$ cat config.mk
export PLATFORM = sky130hd
export DESIGN_NAME = t07_mmio
export DESIGN_NICKNAME = d
export VERILOG_FILES = /design/src/hw/t07_pkg.sv /design/src/hw/t07_mmio.sv
export SDC_FILE = /design/constraint.sdc
export NUM_CORES = 1
export LEC_CHECK = 0
export CORE_AREA = 8 8 112 114
export DETAILED_ROUTE_END_ITERATION = 8
export DIE_AREA = 0 0 120 122
export DONT_BUFFER_PORTS = 1
export PLACE_DENSITY = 0.3
export SETUP_SLACK_MARGIN = 0.4
export SLEW_MARGIN = 20
export SYNTH_ARGS = -nofsm -noshare
export SYNTH_HDL_FRONTEND = slang
export SYNTH_SLANG_ARGS = --single-unit
$ cat constraint.sdc
create_clock -name vclk -period 2.7
set_clock_uncertainty 0.2 [all_clocks]
set_input_delay 0.27 -clock vclk [all_inputs]
set_output_delay 0.27 -clock vclk [all_outputs]
set_load 0.02 [all_outputs]
$ cat src/hw/t07_pkg.sv
`default_nettype none

package t07_pkg;

    // plain vectors with a meaning of their own
    typedef logic [31:0] word_t;        // one data word
    typedef logic [31:0] addr_t;        // cpu byte address
    typedef logic [4:0]  reg_addr_t;    // index into external register bank
    typedef logic [7:0]  mem_index_t;   // memory word index, byte addr bits 9:2

    // command code, same encoding on the cpu side and towards memory
    typedef logic [1:0] rwi_t;

    localparam rwi_t RWI_WRITE = 2'b01; // store
    localparam rwi_t RWI_READ  = 2'b10; // load or instruction fetch
    localparam rwi_t RWI_IDLE  = 2'b11; // nothing pending

    // address map
    // 0    .. 1024  instruction fetch from memory
    // 1025 .. 1056  external registers, read only
    // 1057 .. 1792  data memory
    // 1793 .. 2047  tft write port, write only
    localparam addr_t INSTR_TOP = 32'd1024;     // last instruction address
    localparam addr_t REG_TOP   = 32'd1056;     // last register address
    localparam addr_t DATA_TOP  = 32'd1792;     // last data address
    localparam addr_t TFT_TOP   = 32'd2048;     // first address past the tft window

    localparam logic [7:0] MEM_TAG = 8'h33;     // top byte of every memory address

    // memory timing
    localparam int MEM_WAIT = 3;                // cycles the memory holds busy

    typedef logic [$clog2(MEM_WAIT + 1) - 1:0] wait_cnt_t;  // wait counter, counts to MEM_WAIT

    // request handler states
    typedef enum logic [1:0] {
        IDLE,   // ready for a new cpu request
        HOLD,   // request held, target working
        DONE    // one cycle of done pulse with results
    } handler_state_t;

endpackage

`default_nettype wire
$ cat src/hw/t07_mmio.sv
`timescale 1ns/1ns
`default_nettype none

module t07_mmio
    import t07_pkg::*;
(
    // held request from the handler
    input  rwi_t      hold_rwi,
    input  addr_t     hold_addr,
    input  word_t     hold_wdata,

    // status back to the handler
    output logic      busy,         // selected target not finished
    output logic      unmapped,     // command hits no target
    output word_t     ext_rdata,    // read data of the selected target

    // instruction/data memory
    input  logic      mem_busy,
    input  word_t     mem_rdata,
    output rwi_t      mem_rwi,
    output addr_t     mem_addr,
    output word_t     mem_wdata,

    // external register bank
    input  logic      reg_ack,
    input  word_t     reg_rdata,
    output logic      reg_ri,
    output reg_addr_t reg_addr,

    // spi tft write port
    input  logic      tft_ack,
    output logic      tft_wi,
    output addr_t     tft_addr,
    output word_t     tft_wdata
);

    logic   is_read;    // held command is a load
    logic   is_write;   // held command is a store

    assign is_read  = (hold_rwi == RWI_READ);
    assign is_write = (hold_rwi == RWI_WRITE);

    always_comb begin
        busy      = 1'b0;       // nothing selected, nothing to wait for
        unmapped  = 1'b0;
        ext_rdata = '0;         // zero unless a read target answers
        mem_rwi   = RWI_IDLE;   // memory idle
        mem_addr  = '0;
        mem_wdata = '0;
        reg_ri    = 1'b0;       // register bank idle
        reg_addr  = '0;
        tft_wi    = 1'b0;       // tft idle
        tft_addr  = '0;
        tft_wdata = '0;

        if (hold_rwi != RWI_IDLE) begin
            if (hold_addr <= INSTR_TOP) begin
                // instruction region, always a memory read
                mem_rwi   = RWI_READ;
                mem_addr  = {MEM_TAG, hold_addr[23:0]};
                busy      = mem_busy;
                ext_rdata = mem_rdata;          // returned as the instruction
            end else if (hold_addr <= REG_TOP) begin
                if (is_read) begin
                    reg_ri    = 1'b1;
                    reg_addr  = hold_addr[4:0];     // bank index wraps mod 32
                    busy      = !reg_ack;
                    ext_rdata = reg_rdata;
                end else begin
                    unmapped = 1'b1;            // register region is read only
                end
            end else if (hold_addr <= DATA_TOP) begin
                if (is_read || is_write) begin
                    mem_rwi   = hold_rwi;
                    mem_addr  = {MEM_TAG, hold_addr[23:0]};
                    mem_wdata = hold_wdata;
                    busy      = mem_busy;
                    if (is_read) begin
                        ext_rdata = mem_rdata;
                    end
                end else begin
                    unmapped = 1'b1;            // unknown command code
                end
            end else if (hold_addr < TFT_TOP) begin
                if (is_write) begin
                    tft_wi    = 1'b1;           // held until tft_ack
                    tft_addr  = hold_addr;
                    tft_wdata = hold_wdata;
                    busy      = !tft_ack;
                end else begin
                    unmapped = 1'b1;            // tft port is write only
                end
            end else begin
                unmapped = 1'b1;                // past the end of the map
            end
        end
    end

endmodule

`default_nettype wire

==> results summary <==
The number of maximum-capacitance constraint violations came out at 0. The finished cells cover 0.00257 mm2. The count of pins over their slew limit is 0. The largest net degree at the start of global routing came out at 42.

The number of buffer cells added on primary ports came out at 0. The number of hold-repair buffers added at the cts stage came out at 0. Of all cell types, the one taking the most synthesized area is and2_1.

The summed instance area of the synthesized netlist is 0.00163 mm2. The die width came out at 120 um. The worst setup path is captured at an output pin. The number of antenna diodes is 0. The share of the synthesized area in the top cell type came out at 0.342. The worst path meets setup with 0.312 ns of slack. The register area is 0 um2. The floorplan die area came out at 0.0146 mm2. In this run the core area contains 38 standard-cell rows. The routability congestion estimate came out at 0.673. For this configuration, the core starts out at a cell density of 0.152.

In the layout the commonest cells are and2_2, conb_1, a22o_4. The detailed router finished its first iteration with 36 violations. The placed instances occupy a cell area of 0.00186 mm2.

Counting the fill cells in the layout gives 1134. Before antenna repair, the detailed router went through 4 iterations. The worst path arrival time came out at 1.92 ns.

The final-report setup violation count is 0. The count of antenna-violating nets left after detailed routing came out at 0. The routed design has 10300 um of wire. After global routing the overflow that remains totals 0. The clock buffer count in the final layout is 0. The maximum achievable frequency came out at 419 MHz.

The maximum fanout along the worst path came out at 8. The synthesized instance count came out at 236. The static leakage power is 1.18 nW. The number of sequential cells is 0. Of the cells placed in the final design, the portion with a size suffix greater than 1 is 0.679. The area of the core came out at 0.0107 mm2. The area added between synthesis and finish is 57.7%.

The total negative slack is 0 ns. Summing all multi-input logic gate instances after layout gives 0.00190 mm2. Before CTS, the worst setup slack after placement is 0.127 ns. Setup repair after global routing could not meet its margin everywhere. The flow ran to the end, and the final reports show no timing, DRC or antenna violations.

The number of antenna violations at the first check in global routing is 0. The final routed DRC violation total came out at 0. Using the TritonRoute via totals, the vias-per-cell ratio works out to 4.56. The wire-length estimate of the detail-placed layout is 8130 um. The number of hold-slack violations in the final timing report came out at 0. Ranked by total cell area, the synthesized netlist is headed by and2_1, buf_4, a22o_1, ha_1, buf_2. The y dimension of the die is 122 um. The wire length per cell is 26.6 um. The leading cell type in the layout, fill and taps excluded is and2_2.

Dividing the final minimum period by the clock period gives 0.885. The worst setup path is of the input port to output pin kind. The mean instance size in the synthesized netlist came out at 6.90 um2. The minimum clock period after layout is 2.39 ns. Of the synthesized area, sequential elements account for 0.

The count of warnings emitted by yosys is 0. The count of boundary I/O pins is 304. The class of the worst hold path is input port to output pin. Across every metal layer, demand over resource in global routing totals 0.113. The worst setup path is launched from an input port. The total number of nets in the final design came out at 386. The first global-routing pass estimated 13000 um of wire. The number of cells traversed by the worst hold path came out at 1.

After synthesis, the netlist uses 37 different library cells. The required time at the endpoint of the critical path came out at 2.23 ns. The via count came out at 1760. Power spread over the standard cell area amounts to 37.5 mW/mm2. The peak supply drop came out at 0.0267 mV.

The via count of the first global-routing pass is 1972.
worst paths after layout:
kind	slack (ns)	to	startpoint
setup / recovery	0.31	ext_rdata[1]	hold_addr[19]
hold / removal	0.47	ext_rdata[3]	reg_rdata[3]
layout make-up:
class                           instances  share of cell area
Timing Repair Buffer                   29               0.186
Tap cell                              140              0.0682
Inverter                                5             0.00731
Multi-Input combinational cell        212               0.739
power breakdown:
part           total, mW  internal (mW)  switching (mW)
clock                  0              0               0
combinational     0.0963         0.0212          0.0751
sequential             0              0               0
stage by stage:
step           power [mW]  instances   util  hold slack [ns]
3_5_place_dp       0.0848        364  0.173            0.471
4_1_cts            0.0891        378  0.216            0.470
6_report           0.0963        386  0.240            0.469
3_3_place_gp       0.0849        364  0.173            0.472
2_1_floorplan       0.116        273      -            0.466
5_1_grt             0.103        386  0.240            0.472
metal layers:
metal | track usage | wire (um) | up-vias
met2 | 0.252 | 6000 | 184
met4 | 0 | 0 | 0
met3 | 0.0352 | 1190 | 0
met1 | 0.0986 | 3070 | 817
li1 | - | - | 759
met5 | 0 | 0 | -
worst max-delay path: stages:
cell	delay, ns
or4_4	0.54
nor3_4	0.23
nand2_4	0.11
buf_4	0.16
a21oi_4	0.13
buf_6	0.14
clkbuf_16	0.16
a22o_4	0.17
repair_timing:
item / CTS / global route
gates resized for setup: 88 / 34
pin swaps: 11 / 51
buffers inserted: 11 / 2
gates cloned: 3 / 6
endpoints found under the setup margin: 126 / 127
synth_stat cells (all sizes together):
cell     count
a21bo        1
a21o         1
a21oi        2
a22o        32
a2bb2oi      1
a31oi        1
and2        89
and4         1
and4b        1
buf         53
clkbuf       3
conb         1
ha           5
inv          5
nand2        2
nand3        4
nand4        3
nor2         8
nor3         5
nor4         3
o2111ai      1
o211ai       2
o21a         1
o21ai        2
o22ai        1
o31a         1
o31ai        1
or3          2
or4          4
kinds of logic after synthesis:
kind of cell / count (synthesis) / share of synthesized area
simple gates: 122 / 0.470
buf+inv: 61 / 0.250
compound gates: 47 / 0.240
fa+ha+maj: 5 / 0.0384
other cells: 1 / 0.00230
(Power assumes the default switching activity.)
