`src/hw/t07_pkg.sv`:
```
`default_nettype none

package t07_pkg;

    // plain vectors with a meaning of their own
    typedef logic [31:0] word_t;        // one data word
    typedef logic [31:0] addr_t;        // cpu byte address
    typedef logic [4:0]  reg_addr_t;    // index into external register bank
    typedef logic [7:0]  mem_index_t;   // memory word index, byte addr bits 9:2

    // command code, same encoding on the cpu side and towards memory
    typedef logic [1:0] rwi_t;

    localparam rwi_t RWI_WRITE = 2'b01; // store
    localparam rwi_t RWI_READ  = 2'b10; // load or instruction fetch
    localparam rwi_t RWI_IDLE  = 2'b11; // nothing pending

    // address map
    // 0    .. 1024  instruction fetch from memory
    // 1025 .. 1056  external registers, read only
    // 1057 .. 1792  data memory
    // 1793 .. 2047  tft write port, write only
    localparam addr_t INSTR_TOP = 32'd1024;     // last instruction address
    localparam addr_t REG_TOP   = 32'd1056;     // last register address
    localparam addr_t DATA_TOP  = 32'd1792;     // last data address
    localparam addr_t TFT_TOP   = 32'd2048;     // first address past the tft window

    localparam logic [7:0] MEM_TAG = 8'h33;     // top byte of every memory address

    // memory timing
    localparam int MEM_WAIT = 3;                // cycles the memory holds busy

    typedef logic [$clog2(MEM_WAIT + 1) - 1:0] wait_cnt_t;  // wait counter, counts to MEM_WAIT

    // request handler states
    typedef enum logic [1:0] {
        IDLE,   // ready for a new cpu request
        HOLD,   // request held, target working
        DONE    // one cycle of done pulse with results
    } handler_state_t;

endpackage

`default_nettype wire
```
`src/hw/t07_ext_regs.sv`:
```
`timescale 1ns/1ns
`default_nettype none

module t07_ext_regs
    import t07_pkg::*;
(
    input  logic      clk,
    input  logic      arst_n,

    // cpu read side, through the decoder
    input  logic      reg_ri,       // read strobe, held until acknowledged
    input  reg_addr_t reg_addr,
    output logic      reg_ack,      // one cycle after reg_ri rises
    output word_t     reg_rdata,    // valid with reg_ack

    // load port from outside
    input  logic      reg_wr_en,
    input  reg_addr_t reg_wr_addr,
    input  word_t     reg_wr_data
);

    localparam int NUM_REGS = 2 ** $bits(reg_addr_t);

    word_t regs [NUM_REGS];

    // bank, cleared on reset, written in one cycle from the load port
    always_ff @(posedge clk or negedge arst_n) begin
        if (!arst_n) begin
            for (int i = 0; i < NUM_REGS; i++) begin
                regs[i] <= '0;
            end
        end else if (reg_wr_en) begin
            regs[reg_wr_addr] <= reg_wr_data;
        end
    end

    // acknowledge follows the read strobe by one cycle
    always_ff @(posedge clk or negedge arst_n) begin
        if (!arst_n) begin
            reg_ack <= 1'b0;
        end else begin
            reg_ack <= reg_ri;              // falls again once reg_ri is gone
        end
    end

    // read data captured on the first strobe cycle
    always_ff @(posedge clk) begin
        if (reg_ri && !reg_ack) begin
            reg_rdata <= regs[reg_addr];
        end
    end

endmodule

`default_nettype wire

```
`config.mk`:
```
export PLATFORM = sky130hd
export DESIGN_NAME = t07_ext_regs
export DESIGN_NICKNAME = d
export VERILOG_FILES = /design/src/hw/t07_pkg.sv /design/src/hw/t07_ext_regs.sv
export SDC_FILE = /design/constraint.sdc
export NUM_CORES = 1
export LEC_CHECK = 0
export BUFFER_PORTS_ARGS = -buffer_cell sky130_fd_sc_hd__buf_2
export CAP_MARGIN = 20
export CORE_MARGIN = 4
export CORE_UTILIZATION = 29
export CTS_BUF_LIST = sky130_fd_sc_hd__clkbuf_8
export DETAILED_ROUTE_END_ITERATION = 7
export GPL_ROUTABILITY_DRIVEN = 0
export SYNTH_ARGS = -nofsm -noshare
export SYNTH_HDL_FRONTEND = slang
export SYNTH_SLANG_ARGS = --single-unit
```
`constraint.sdc`:
```
create_clock -name clk -period 4.2 [get_ports clk]
set_clock_uncertainty 0.1 [all_clocks]
set_input_delay 0.42 -clock clk [delete_from_list [all_inputs] [get_ports clk]]
set_output_delay 0.42 -clock clk [all_outputs]
set_load 0.01 [all_outputs]
```
==> summary.md <==
Fraction of final layout cells with drive strength greater than 1: 40.15%. STA classifies the critical path endpoint as a register. Setup repair after global routing left no endpoint under its margin.

The reported net switching power is 6.934 mW. After clock tree synthesis, the clock-pin slew on the worst setup and hold paths is 0.06 ns. The finished cells cover 0.05471 sq mm. The final layout contains 3589 nets. In this run the register-to-register setup slack is 2.11 ns.

Average size of a mapped cell: 13.92 sq um. Average wire length per cell after detail routing: 22.99 um. dfrtp_1 is the most common cell in the netlist.

Path type of the worst min-delay path: in2reg. The length of the first detailed-routing pass in iterations was 5. After synthesis, the cell types taking the most area are dfrtp_1, mux2_2, mux2i_1, edfxtp_1, a22oi_1.

Growth of design area from synthesis to finish: 12.87%. The mapped netlist covers 0.04847 sq mm. The logs give 18 for the initial antenna violation count and 0 for the total of endpoints with negative setup slack in the final report. The run gives 0 as the count of final hold-check violations. For this run, design rule violations remaining after detail routing come to 0.

The flow ran to the end, and the final reports show no timing, DRC or antenna violations. Using the TritonRoute via totals, the vias-per-cell ratio works out to 4.972. The met2 capacity usage during global routing was 25.80%; the largest fanout on the critical path was 19. The final worst slack was 2.108 ns. The power density of the placed cells was 477.7 mW/mm^2; the instance area after placement was 0.05116 sq mm. The die outline width was 416.8 um. By count the netlist is led by dfrtp_1, mux2_2, mux2i_1.

Counting every instance in the synthesized netlist gives 3481. The final cycle utilization of the critical path was 49.81%. Port buffering added 78 buffers. The sequential group share of total power was 50.3%. The CTS H-tree depth is 4.

Fill cells in the final layout number 16377. Detailed placement finished with a half-perimeter wire length of 77110 um. Instance count along the most critical hold path: 2. The number of synthesized flops with an enable pin is 32. The tools report the met3 usage as 2.645%.

The worst setup path is of the reg2reg kind. Net switching is 26.53% of the power. Max-cap violations in this run came to 0.

The worst hold path begins at reg_wr_data[3]. The total power of the final layout is 26.14 mW. Once the floorplan was initialized, standard cells occupied 29.28% of the core. The worst setup path is launched from a register. Required time of the worst setup path: 4.58 ns. Data arrives at the worst endpoint at 2.48 ns.

The gate family responsible for the most delay along the worst path was simple AND/OR/NAND/NOR gates. The number of hold buffers added after CTS was 2. Global routing consumed, over all layers together, 15.26% of the routing resources. The number of pins with negative max-slew slack in the final report was 0. The source of the worst register-to-register timing path is reg_ack$_DFF_PN0_. Timing would allow up to 0.4780 GHz. TritonCTS built the clock tree.

79 I/O pins were placed. The Yosys step of the flow raised 0 warnings. The tree built by TritonCTS fans out to 1057 sinks.

Global routing used 19.80% of the available met1 tracks. The logs give 25.42 nW for the total leakage power and 134900 um for the total wirelength of the detailed-routed design. The tools report the count of standard-cell rows as 149. The critical path goes through nor2b_4 -> buf_4. Buffers added to address setup during post-CTS repair amount to 0.

The overall die area was 0.1738 sq mm; the area of the placeable core was 0.1655 sq mm. The die height works out to 416.8 um. When the netlist entered floorplanning its net count stood at 3527.

In this run, post-CTS repair resized a total of 0 instances. The tools report the wire length of the first global-routing pass as 201000 um. The worst slew margin relative to its limit came out at 21.28%. The dominant cell type by area after synthesis was dfrtp_1. The fraction of registers with async set or reset after synthesis works out to 96.97%. The clock reaches the later pin of the worst-skew pair after 0.85 ns. On the critical path, the stage with the largest delay is an instance of nor2b_4. After the first detailed-routing iteration, the DRC count stood at 1880.

Hold is met by 0.1106 ns. The tools report the total negative slack for setup checks as 0 ns. The layer flagged by global routing as most heavily used is met2. The run gives 29188 as the via count. The synthesized design devotes to its leading area cell type 52.92% of total area. Entering global routing, the biggest net connects 101 pins. The number of different library cells used by synthesis comes to 29.

The sequential cell area was 0.02661 sq mm. Counting cells, the worst reg-to-reg path comes to 2. End point of the worst hold path: regs[931]$_DFFE_PN0P_. The measured slew at the worst slew-check pin was 1.181 ns.

The clock period could shrink to 2.092 ns. In this design, the stage delay of the slowest critical-path cell is 0.66 ns. In this run, the clock network consumes 34.6% of the power. The run gives 0 as the remaining antenna violation count after routing. The buffers plus inverters on the worst setup path was 1; the part of the Yosys area used for sequential elements was 54.90%. Summed over all layers, the global routing overflow is 0. The internal power of the cells is 19.20 mW. CTS placed an instance of clkbuf_8 at the clock tree root. The area occupied by multi-input gates was 0.02012 sq mm; the number of storage elements in the synthesis netlist was 1057. The logs give 1.196 ns for the setup slack after placement and 266.1 uV for the largest voltage drop on the vdd net. Via count of the first global-routing pass: 30439. Of the total power, combinational logic draws 15.1%. The clock passes through at most 3 buffers. The prevailing post-synth register cell is dfrtp_1.

TritonCTS created 179 clock buffers. The tools report the worst reg2reg path endpoint as reg_rdata[22]$_DFFE_PP_.
## power groups by stage
stage / clock, mW / sequential, mW / combinational, mW
after floorplan: 0 / 13.0 / 3.01
after global placement: 0 / 13.2 / 3.86
after detailed placement: 0 / 13.3 / 3.97
after CTS: 9.29 / 13.1 / 3.99
after global routing: 9.75 / 13.4 / 4.35
final: 9.05 / 13.2 / 3.94
## area by class of cell
type                       instances  share of cell area, %
antenna                            7                0.03202
tap                             2189                  5.006
timing repair buffer             199                  3.119
sequential                      1057                  48.64
clock buffer                     219                  5.509
multi-input combinational       2106                  36.78
clock inverter                    93                 0.9171
## how the worst max path moves through the flow
stage,from,to,slack [ns],cells after the start
after detailed placement,reg_wr_addr[2],regs[980]$_DFFE_PN0P_,1.20,5
after global placement,reg_wr_addr[2],regs[980]$_DFFE_PN0P_,1.23,5
after global routing,reg_ack$_DFF_PN0_,reg_rdata[8]$_DFFE_PP_,2.03,2
after floorplan,reg_ri,reg_rdata[0]$_DFFE_PP_,1.81,1
final,reg_ack$_DFF_PN0_,reg_rdata[22]$_DFFE_PP_,2.11,2
after CTS,reg_rdata[0]$_DFFE_PP_,reg_rdata[0],1.99,1
## metal layers
layer	vias up	wire [um]	part of all wire, %
met2	597	66750	49
li1	12777	-	-
met5	-	22	0.016
met1	15593	59490	44
met4	4	3414	2.5
met3	217	5276	3.9
## through the flow
| stage | utilization (%) | instances |
|---|---|---|
| floorplan | - | 3481 |
| global placement | 30.88 | 5548 |
| detailed placement | 30.90 | 5549 |
| CTS | 33.04 | 5863 |
| global route | 33.04 | 5867 |
| finish | 33.05 | 5870 |
## worst register-to-register path, cell delays in order, from the launching register on
cell and delay (ns):
dfrtp_1 0.41, nor2b_4 0.66, buf_4 0.53
## flip-flops by register name, indices dropped and copies added (netlist names)
| register | count |
|---|---|
| reg_ack | 1 |
| regs | 1024 |
| reg_rdata | 32 |
## cells in the final DEF (no fill, tap or decap), types with 3 or more instances in the layout
| cell | instances |
|---|---|
| edfxtp_1 | 32 |
| mux2i_1 | 512 |
| inv_8 | 3 |
| buf_2 | 76 |
| nor3b_2 | 3 |
| mux2_2 | 987 |
| a22o_1 | 64 |
| nand2_1 | 97 |
| nand3b_1 | 4 |
| buf_4 | 89 |
| a21oi_1 | 96 |
| a31oi_1 | 32 |
| inv_1 | 67 |
| nand2_2 | 17 |
| clkinv_2 | 10 |
| nor2b_4 | 3 |
| a22oi_1 | 96 |
| mux2_1 | 37 |
| clkinvlp_4 | 4 |
| inv_6 | 5 |
| buf_12 | 29 |
| clkbuf_8 | 219 |
| nand3_1 | 98 |
| diode_2 | 7 |
| nor2_4 | 17 |
| dfrtp_1 | 1025 |
| nor3_1 | 33 |
## cell families after synthesis
logic type      share of synthesized area, %
mux                                    34.36
simple gates                           2.935
flops                                  54.90
buf+inv                                3.758
compound gates                         4.047
Note: power is estimated with default switching activity, not from simulation.
