File: config.mk
export PLATFORM = sky130hd
export DESIGN_NAME = t07_mem_handler
export DESIGN_NICKNAME = d
export VERILOG_FILES = /design/src/hw/t07_pkg.sv /design/src/hw/t07_mem_handler.sv
export SDC_FILE = /design/constraint.sdc
export NUM_CORES = 1
export LEC_CHECK = 0
export ABC_AREA = 1
export ABC_CLOCK_PERIOD_IN_PS = 4100
export BUFFER_PORTS_ARGS = -buffer_cell sky130_fd_sc_hd__buf_2
export CAP_MARGIN = 20
export CORE_MARGIN = 2
export CORE_UTILIZATION = 40
export DETAILED_ROUTE_END_ITERATION = 7
export PLACE_DENSITY = 0.76
export SYNTH_ARGS = -nofsm -noshare
export SYNTH_HDL_FRONTEND = slang
export SYNTH_SLANG_ARGS = --single-unit
export TNS_END_PERCENT = 5
File: constraint.sdc
create_clock -name clk -period 4.1 [get_ports clk]
set_input_delay 0.41 -clock clk [delete_from_list [all_inputs] [get_ports clk]]
set_output_delay 0.41 -clock clk [all_outputs]
set_load 0.005 [all_outputs]
File: src/hw/t07_pkg.sv
`default_nettype none

package t07_pkg;

    // plain vectors with a meaning of their own
    typedef logic [31:0] word_t;        // one data word
    typedef logic [31:0] addr_t;        // cpu byte address
    typedef logic [4:0]  reg_addr_t;    // index into external register bank
    typedef logic [7:0]  mem_index_t;   // memory word index, byte addr bits 9:2

    // command code, same encoding on the cpu side and towards memory
    typedef logic [1:0] rwi_t;

    localparam rwi_t RWI_WRITE = 2'b01; // store
    localparam rwi_t RWI_READ  = 2'b10; // load or instruction fetch
    localparam rwi_t RWI_IDLE  = 2'b11; // nothing pending

    // address map
    // 0    .. 1024  instruction fetch from memory
    // 1025 .. 1056  external registers, read only
    // 1057 .. 1792  data memory
    // 1793 .. 2047  tft write port, write only
    localparam addr_t INSTR_TOP = 32'd1024;     // last instruction address
    localparam addr_t REG_TOP   = 32'd1056;     // last register address
    localparam addr_t DATA_TOP  = 32'd1792;     // last data address
    localparam addr_t TFT_TOP   = 32'd2048;     // first address past the tft window

    localparam logic [7:0] MEM_TAG = 8'h33;     // top byte of every memory address

    // memory timing
    localparam int MEM_WAIT = 3;                // cycles the memory holds busy

    typedef logic [$clog2(MEM_WAIT + 1) - 1:0] wait_cnt_t;  // wait counter, counts to MEM_WAIT

    // request handler states
    typedef enum logic [1:0] {
        IDLE,   // ready for a new cpu request
        HOLD,   // request held, target working
        DONE    // one cycle of done pulse with results
    } handler_state_t;

endpackage

`default_nettype wire
File: src/hw/t07_mem_handler.sv
`timescale 1ns/1ns
`default_nettype none

module t07_mem_handler
    import t07_pkg::*;
(
    input  logic  clk,
    input  logic  arst_n,

    // cpu side
    input  logic  cpu_req,          // one-cycle strobe, taken in IDLE only
    input  rwi_t  cpu_rwi,
    input  addr_t cpu_addr,
    input  word_t cpu_wdata,
    output logic  cpu_ready,        // high while a request can be taken
    output logic  cpu_done,         // one-cycle pulse, results valid with it
    output logic  cpu_unmapped,     // access hit no target
    output logic  cpu_instr_fetch,  // access fell in the instruction region
    output word_t cpu_rdata,        // load data or fetched instruction

    // decoder side
    input  logic  busy,             // selected target still working
    input  word_t ext_rdata,        // data from selected target
    input  logic  unmapped,         // held command hits no target
    output rwi_t  hold_rwi,         // RWI_IDLE when nothing is held
    output addr_t hold_addr,
    output word_t hold_wdata
);

    handler_state_t state;
    logic           take_req;       // request accepted this cycle
    logic           retire;         // target finished this cycle

    assign take_req = (state == IDLE) && cpu_req;
    assign retire   = (state == HOLD) && !busy;

    // control path
    always_ff @(posedge clk or negedge arst_n) begin
        if (!arst_n) begin
            state        <= IDLE;
            hold_rwi     <= RWI_IDLE;
            cpu_unmapped <= 1'b0;
        end else begin
            case (state)
                IDLE: begin
                    if (take_req) begin
                        state    <= HOLD;
                        hold_rwi <= cpu_rwi;    // command held until target is done
                    end
                end
                HOLD: begin
                    if (retire) begin
                        state        <= DONE;
                        hold_rwi     <= RWI_IDLE;   // drop all target strobes
                        cpu_unmapped <= unmapped;
                    end
                end
                DONE: begin
                    state <= IDLE;              // done pulse lasts one cycle
                end
                default: begin
                    state <= IDLE;
                end
            endcase
        end
    end

    // payload of the held request and its result
    always_ff @(posedge clk) begin
        if (take_req) begin
            hold_addr  <= cpu_addr;
            hold_wdata <= cpu_wdata;
        end
        if (retire) begin
            cpu_rdata <= ext_rdata;             // zero for writes and unmapped
        end
    end

    assign cpu_ready = (state == IDLE);
    assign cpu_done  = (state == DONE);

    // hold_addr stays put through DONE, so the region is still visible here
    assign cpu_instr_fetch = (state == DONE) && (hold_addr <= INSTR_TOP);

endmodule

`default_nettype wire

==> flow_summary.toml, run 1 <==
[run_status]
status = "completed"

[route]
drt-total-wl_um = 7140
vias_per_cell = 4.28
drt_iter0_drc = 63
firstDrtPassIters = 4
wl_per_cell_um = 14.9
drc = 0
drtAntennaViolNets = 0
vias = 2055

[clock_tree]
cts-buffers-inserted = 9
clk_pin_slew_worst_paths_ps = 100
tritoncts = "yes"
clk_path_buf_depth = 2
cts-root-buf = "clkbuf_8"
clock_sink_count = 101
htreeDepth = 3
cts_resized = 0
clk_latency_ps = 340

[timing]
worst_clock_skew_ps = 8.00
finalMaxSlewViolations = 0
hold_violations = 0
setup_slack_ps = 2010
tightestPinTransition_ps = 942
fin_crit_sh_pct = 51.0
rsz0062_at_grt = "no"
finalSetupViolations = 0
slew_headroom_pct = 37.1
fmax_ghz = 0.478
totalNegativeSetupSlack_ps = 0
period_needed_ps = 2090

[power]
leakage_nw = 1.99
swShare_pct = 25.5
p_seq_share_pct = 59.9
pwr-share-comb_pct = 14.2
power_frac_clock_pct = 25.9
power_density_nw_per_um2 = 489
power_switching_mw = 0.575
power.internal_mw = 1.68
ir_worst_vdd_uv = 265

[layout]
final_cells = 480
nets = 476
diodes = 0
syn2layout_area_growth_pct = 41.7
drive_gt1_share_pct = 60.8

[logic_synthesis]
syn_inst = 156
yosysWarnings = 0
synth_top_area_share_pct = 88.5
syn_nets = 259
synthArstFlopShare_pct = 4.95
synth.most_common_cell = "edfxtp_1"
synth.avg_cell_area_um2 = 20.9
ys.flop_type = "edfxtp_1"
seq_area_frac_synth_pct = 92.5
synth_area_um2 = 3260
synthTopCellsByCount = "96 x edfxtp_1, 23 x nor2_1, 10 x nand2_1"
ys_seq_elements = 101
ys_top_cells_by_area = "edfxtp_1 89%, nor2_1 2.7%, dfrtp_1 2.3%"
synth_area_leader_cell = "edfxtp_1"
ys_types = 16
synth-edff-count = 96

[global_routing]
grt-ovfl-total = 0
grt_usage_pct = 15.6
grt_first_pass_wirelength_um = 10100
grt_pass1_vias = 1972
grt_max_degree = 40
grt_antenna_before_repair = 1

[floorplanning]
die_height_um = 94.2
die_x_um = 94.2
rows = 32
fp.dieArea_um2 = 8880
ioPinCount = 205
initial_core_util_pct = 41.7
core-area_um2 = 7810

[hold_path]
whs_path_depth = 1
holdCritPathClass = "in2reg"

[worst_setup_path]
rr_worst_depth = 4
crit_path_start_kind = "flip-flop"
crit_required_ps = 4090
worstSetupEndpointType = "flip-flop"
critPathArrivalTime_ps = 2080
worstPathMaxFanout = 39
crit_type = "reg2reg"

[placed_design]
dpl.cell_count = 463
finalWeightedCongestion = 0.695
place_ws_ps = 1940
portBuffers = 204
dp_hpwl_um = 5630

[job]
drv_cap = 0
[sequential cells by signal, summed over array words and instances (netlist names)]
register,flops
cpu_rdata,32
hold_wdata,32
hold_rwi,2
state,2
cpu_unmapped,1
hold_addr,32
[what timing repair did]
item / in CTS / in global routing
hold buffers: 1 / 0
setup buffers: 0 / 0
endpoints found under the hold margin: 3 / 0
[power by group through the flow]
stage	logic, mW	clock network, mW	registers [mW]
3_3_place_gp	0.318	0	1.37
5_1_grt	0.356	0.647	1.37
4_1_cts	0.329	0.606	1.35
2_1_floorplan	0.101	0	1.39
6_report	0.320	0.583	1.35
3_5_place_dp	0.327	0	1.38
[routing by layer]
| metal | share of wire (%) | global-route usage (%) |
|---|---|---|
| met3 | 8.0 | 4.82 |
| met4 | 1.7 | 6.64 |
| met2 | 55 | 26.7 |
| met1 | 35 | 18.1 |
| met5 | 0.15 | 0 |
[per-stage QoR]
step | hold WS (ps) | area (um2) | total power, mW | utilization (%)
global placement | 228 | 4410 | 1.69 | 56.5
CTS | 204 | 4610 | 2.29 | 59.1
finish | 224 | 4610 | 2.25 | 59.1
detailed placement | 232 | 4410 | 1.70 | 56.5
floorplan | 114 | 3260 | 1.49 | -
global route | 197 | 4610 | 2.37 | 59.1
[path summary, 6_finish.rpt]
kind,startpoint,end,slack (ps)
worst max-delay path,state[0]$_DFFE_PN0P_,hold_wdata[22]$_DFFE_PP_,2010
worst min-delay path,ext_rdata[1],cpu_rdata[1]$_DFFE_PP_,220
worst max register to register,state[0]$_DFFE_PN0P_,hold_wdata[22]$_DFFE_PP_,2010
worst min register to register,hold_rwi[0]$_DFFE_PN1P_,hold_rwi[0]$_DFFE_PN1P_,470
max in group asynchronous,arst_n,hold_rwi[1]$_DFFE_PN1P_,3480
min in group asynchronous,arst_n,cpu_unmapped$_DFFE_PN0P_,400
[layout make-up]
class                   count  area [um2]
clock inverters             7        67.6
flip-flops and latches    101        3010
multi-input cells          47         215
repair buffers            206        1040
inverters                   8        30.0
clock buffers               9         124
well taps                 102         128
fillers                   665        3190
[worst max-delay path, stage by stage, from the launching register on]
cell     delay (ps)
dfrtp_1         420
inv_2            70
nand2_2          80
nor2_4          580
buf_4           550
[kinds of logic after synthesis]
logic type	count (synthesis)	share of synthesized area, %
simple gates	42	5.73
flops	101	92.5
compound gates	5	0.884
buf+inv	8	0.922
[cell usage in the layout (no fill, tap or decap), drive strengths merged, types with 3 or more instances in the layout]
cell	instances
clkbuf	9
dfrtp	3
a21oi	3
edfxtp	96
inv	11
buf	205
nand2	12
nor2	26
clkinv	3
No activity file was read; power rests on OpenSTA's default activity.
==> inputs of run 2 (changes only) <==
ABC_CLOCK_PERIOD_IN_PS = 1850   (was 4100)
CORE_UTILIZATION = 38   (was 40)
PLACE_DENSITY = 0.75   (was 0.76)
clock period = 1.85 ns   (was 4.1 ns; I/O delays follow)
==> run 2 against run 1 <==
Against the previous run:
- hold slack worse by 200 ps
- clock power up 130%
- global-route usage up 1.8 points
- die area up 5.0%
- largest power group unchanged
==> flow_summary.toml, run 2 (synthesis results as in run 1) <==
[run_status]
status = "completed"

[global_routing]
grt_usage_pct = 17.3
grt_pass1_vias = 2367
grt_max_degree = 39
grt_first_pass_wirelength_um = 11600
grt_antenna_before_repair = 0
grt-ovfl-total = 0

[layout]
final_cells = 572
diodes = 0
final_cell_area_um2 = 5520
nets = 565
final_cell_mix = "204 x buf_2, 96 x edfxtp_1, 88 x dlygate4sd3_1"
drive_gt1_share_pct = 49.0
final_common_cell = "buf_2"
syn2layout_area_growth_pct = 69.5
top_regs = "cpu_rdata (32), hold_addr (32), hold_wdata (32)"

[timing]
totalNegativeSetupSlack_ps = 0
period_needed_ps = 1670
tightestPinTransition_ps = 424
setup_slack_ps = 182
finalSetupViolations = 0
rsz0062_at_grt = "no"
worst_clock_skew_ps = 9.36
fmax_ghz = 0.599
fin_crit_sh_pct = 90.2
slew_headroom_pct = 71.7
hold_violations = 0
finalMaxSlewViolations = 0

[worst_setup_path]
worstSetupStartpoint = "state[0]$_DFFE_PN0P_"
r2r-start = "state[0]$_DFFE_PN0P_"
crit_required_ps = 1660
crit_path_start_kind = "flip-flop"
critPathArrivalTime_ps = 1480
worstPathMaxFanout = 3
worstSetupEndpointType = "output pin"
crit_type = "reg2out"

[clock_tree]
clk_pin_slew_worst_paths_ps = 90
clock_sink_count = 101
tritoncts = "yes"
clk_path_buf_depth = 2
clk_latency_ps = 340
htreeDepth = 3
cts-buffers-inserted = 9
cts-root-buf = "clkbuf_8"
post_cts_buffers = 0
cts_resized = 0

[route]
vias = 2455
wl_per_cell_um = 15.2
drt-total-wl_um = 8700
drc = 0
drt_iter0_drc = 57
drtAntennaViolNets = 0
vias_per_cell = 4.29
firstDrtPassIters = 4

[floorplanning]
rows = 33
core-area_um2 = 8260
ioPinCount = 205
die_height_um = 96.6
fp.dieArea_um2 = 9320
initial_core_util_pct = 39.4
die_x_um = 96.6

[placed_design]
dp_hpwl_um = 5850
placed_cell_area_um2 = 4450
place_ws_ps = 461
portBuffers = 204
dpl.cell_count = 468
finalWeightedCongestion = 0.696

[job]
drv_cap = 0

[hold_path]
worstHoldStart = "cpu_wdata[21]"
holdCritPathClass = "in2reg"

[power]
power_density_nw_per_um2 = 950
ir_worst_vdd_uv = 559
leakage_nw = 2.36
## run 2: critical path, stage by stage (launching register included)
cell and delay [ps]:
dfrtp_1 420, inv_2 90, nand2_1 70, nor2_1 170, nand3_1 140, nor2_1 120
buf_2 120
## run 2: routing by layer
metal	vias to the layer above	track usage (%)	share of wire, %
met3	13	4.97	5.1
met2	87	31.5	57
met1	1173	19.3	36
met5	-	0	0
li1	1182	-	-
met4	0	6.34	1.6
## run 2: path summary, 6_finish.rpt
kind                                            end  slack [ps]  cells past startpoint
min reg2reg                 hold_rwi[1]$_DFFE_PN1P_         480                      2
min in group asynchronous      state[0]$_DFFE_PN0P_         180                      2
min                        hold_wdata[21]$_DFFE_PP_          20                      1
max reg2reg                hold_wdata[24]$_DFFE_PP_         460                      4
max                                 cpu_instr_fetch         180                      6
max in group asynchronous   hold_rwi[1]$_DFFE_PN1P_        1450                      2
## run 2: what timing repair did
item	in CTS	in global routing
endpoints found under the setup margin	0	0
endpoints found under the hold margin	71	21
hold buffers	67	21
## run 2: area by class of cell
| type | instances | area, um2 |
|---|---|---|
| Clock inverter | 6 | 62.6 |
| Multi-Input combinational cell | 47 | 220 |
| Clock buffer | 10 | 128 |
| Tap cell | 105 | 131 |
| Inverter | 8 | 30.0 |
| Sequential cell | 101 | 3010 |
| Fill cell | 611 | 2740 |
| Timing Repair Buffer | 295 | 1940 |
## run 2: report_power, final
group,internal [mW],switching [mW]
Sequential,2.89,0.105
Combinational,0.448,0.461
Clock,0.625,0.712
Total,3.97,1.28
## run 2: per-stage QoR
step	total power [mW]	util, %	hold WS (ps)
global placement	3.78	53.9	3.84
detailed placement	3.82	53.9	14.9
floorplan	3.32	-	-111
finish	5.24	66.8	23.1
CTS	5.27	64.3	0.806
global route	5.51	66.8	0.198
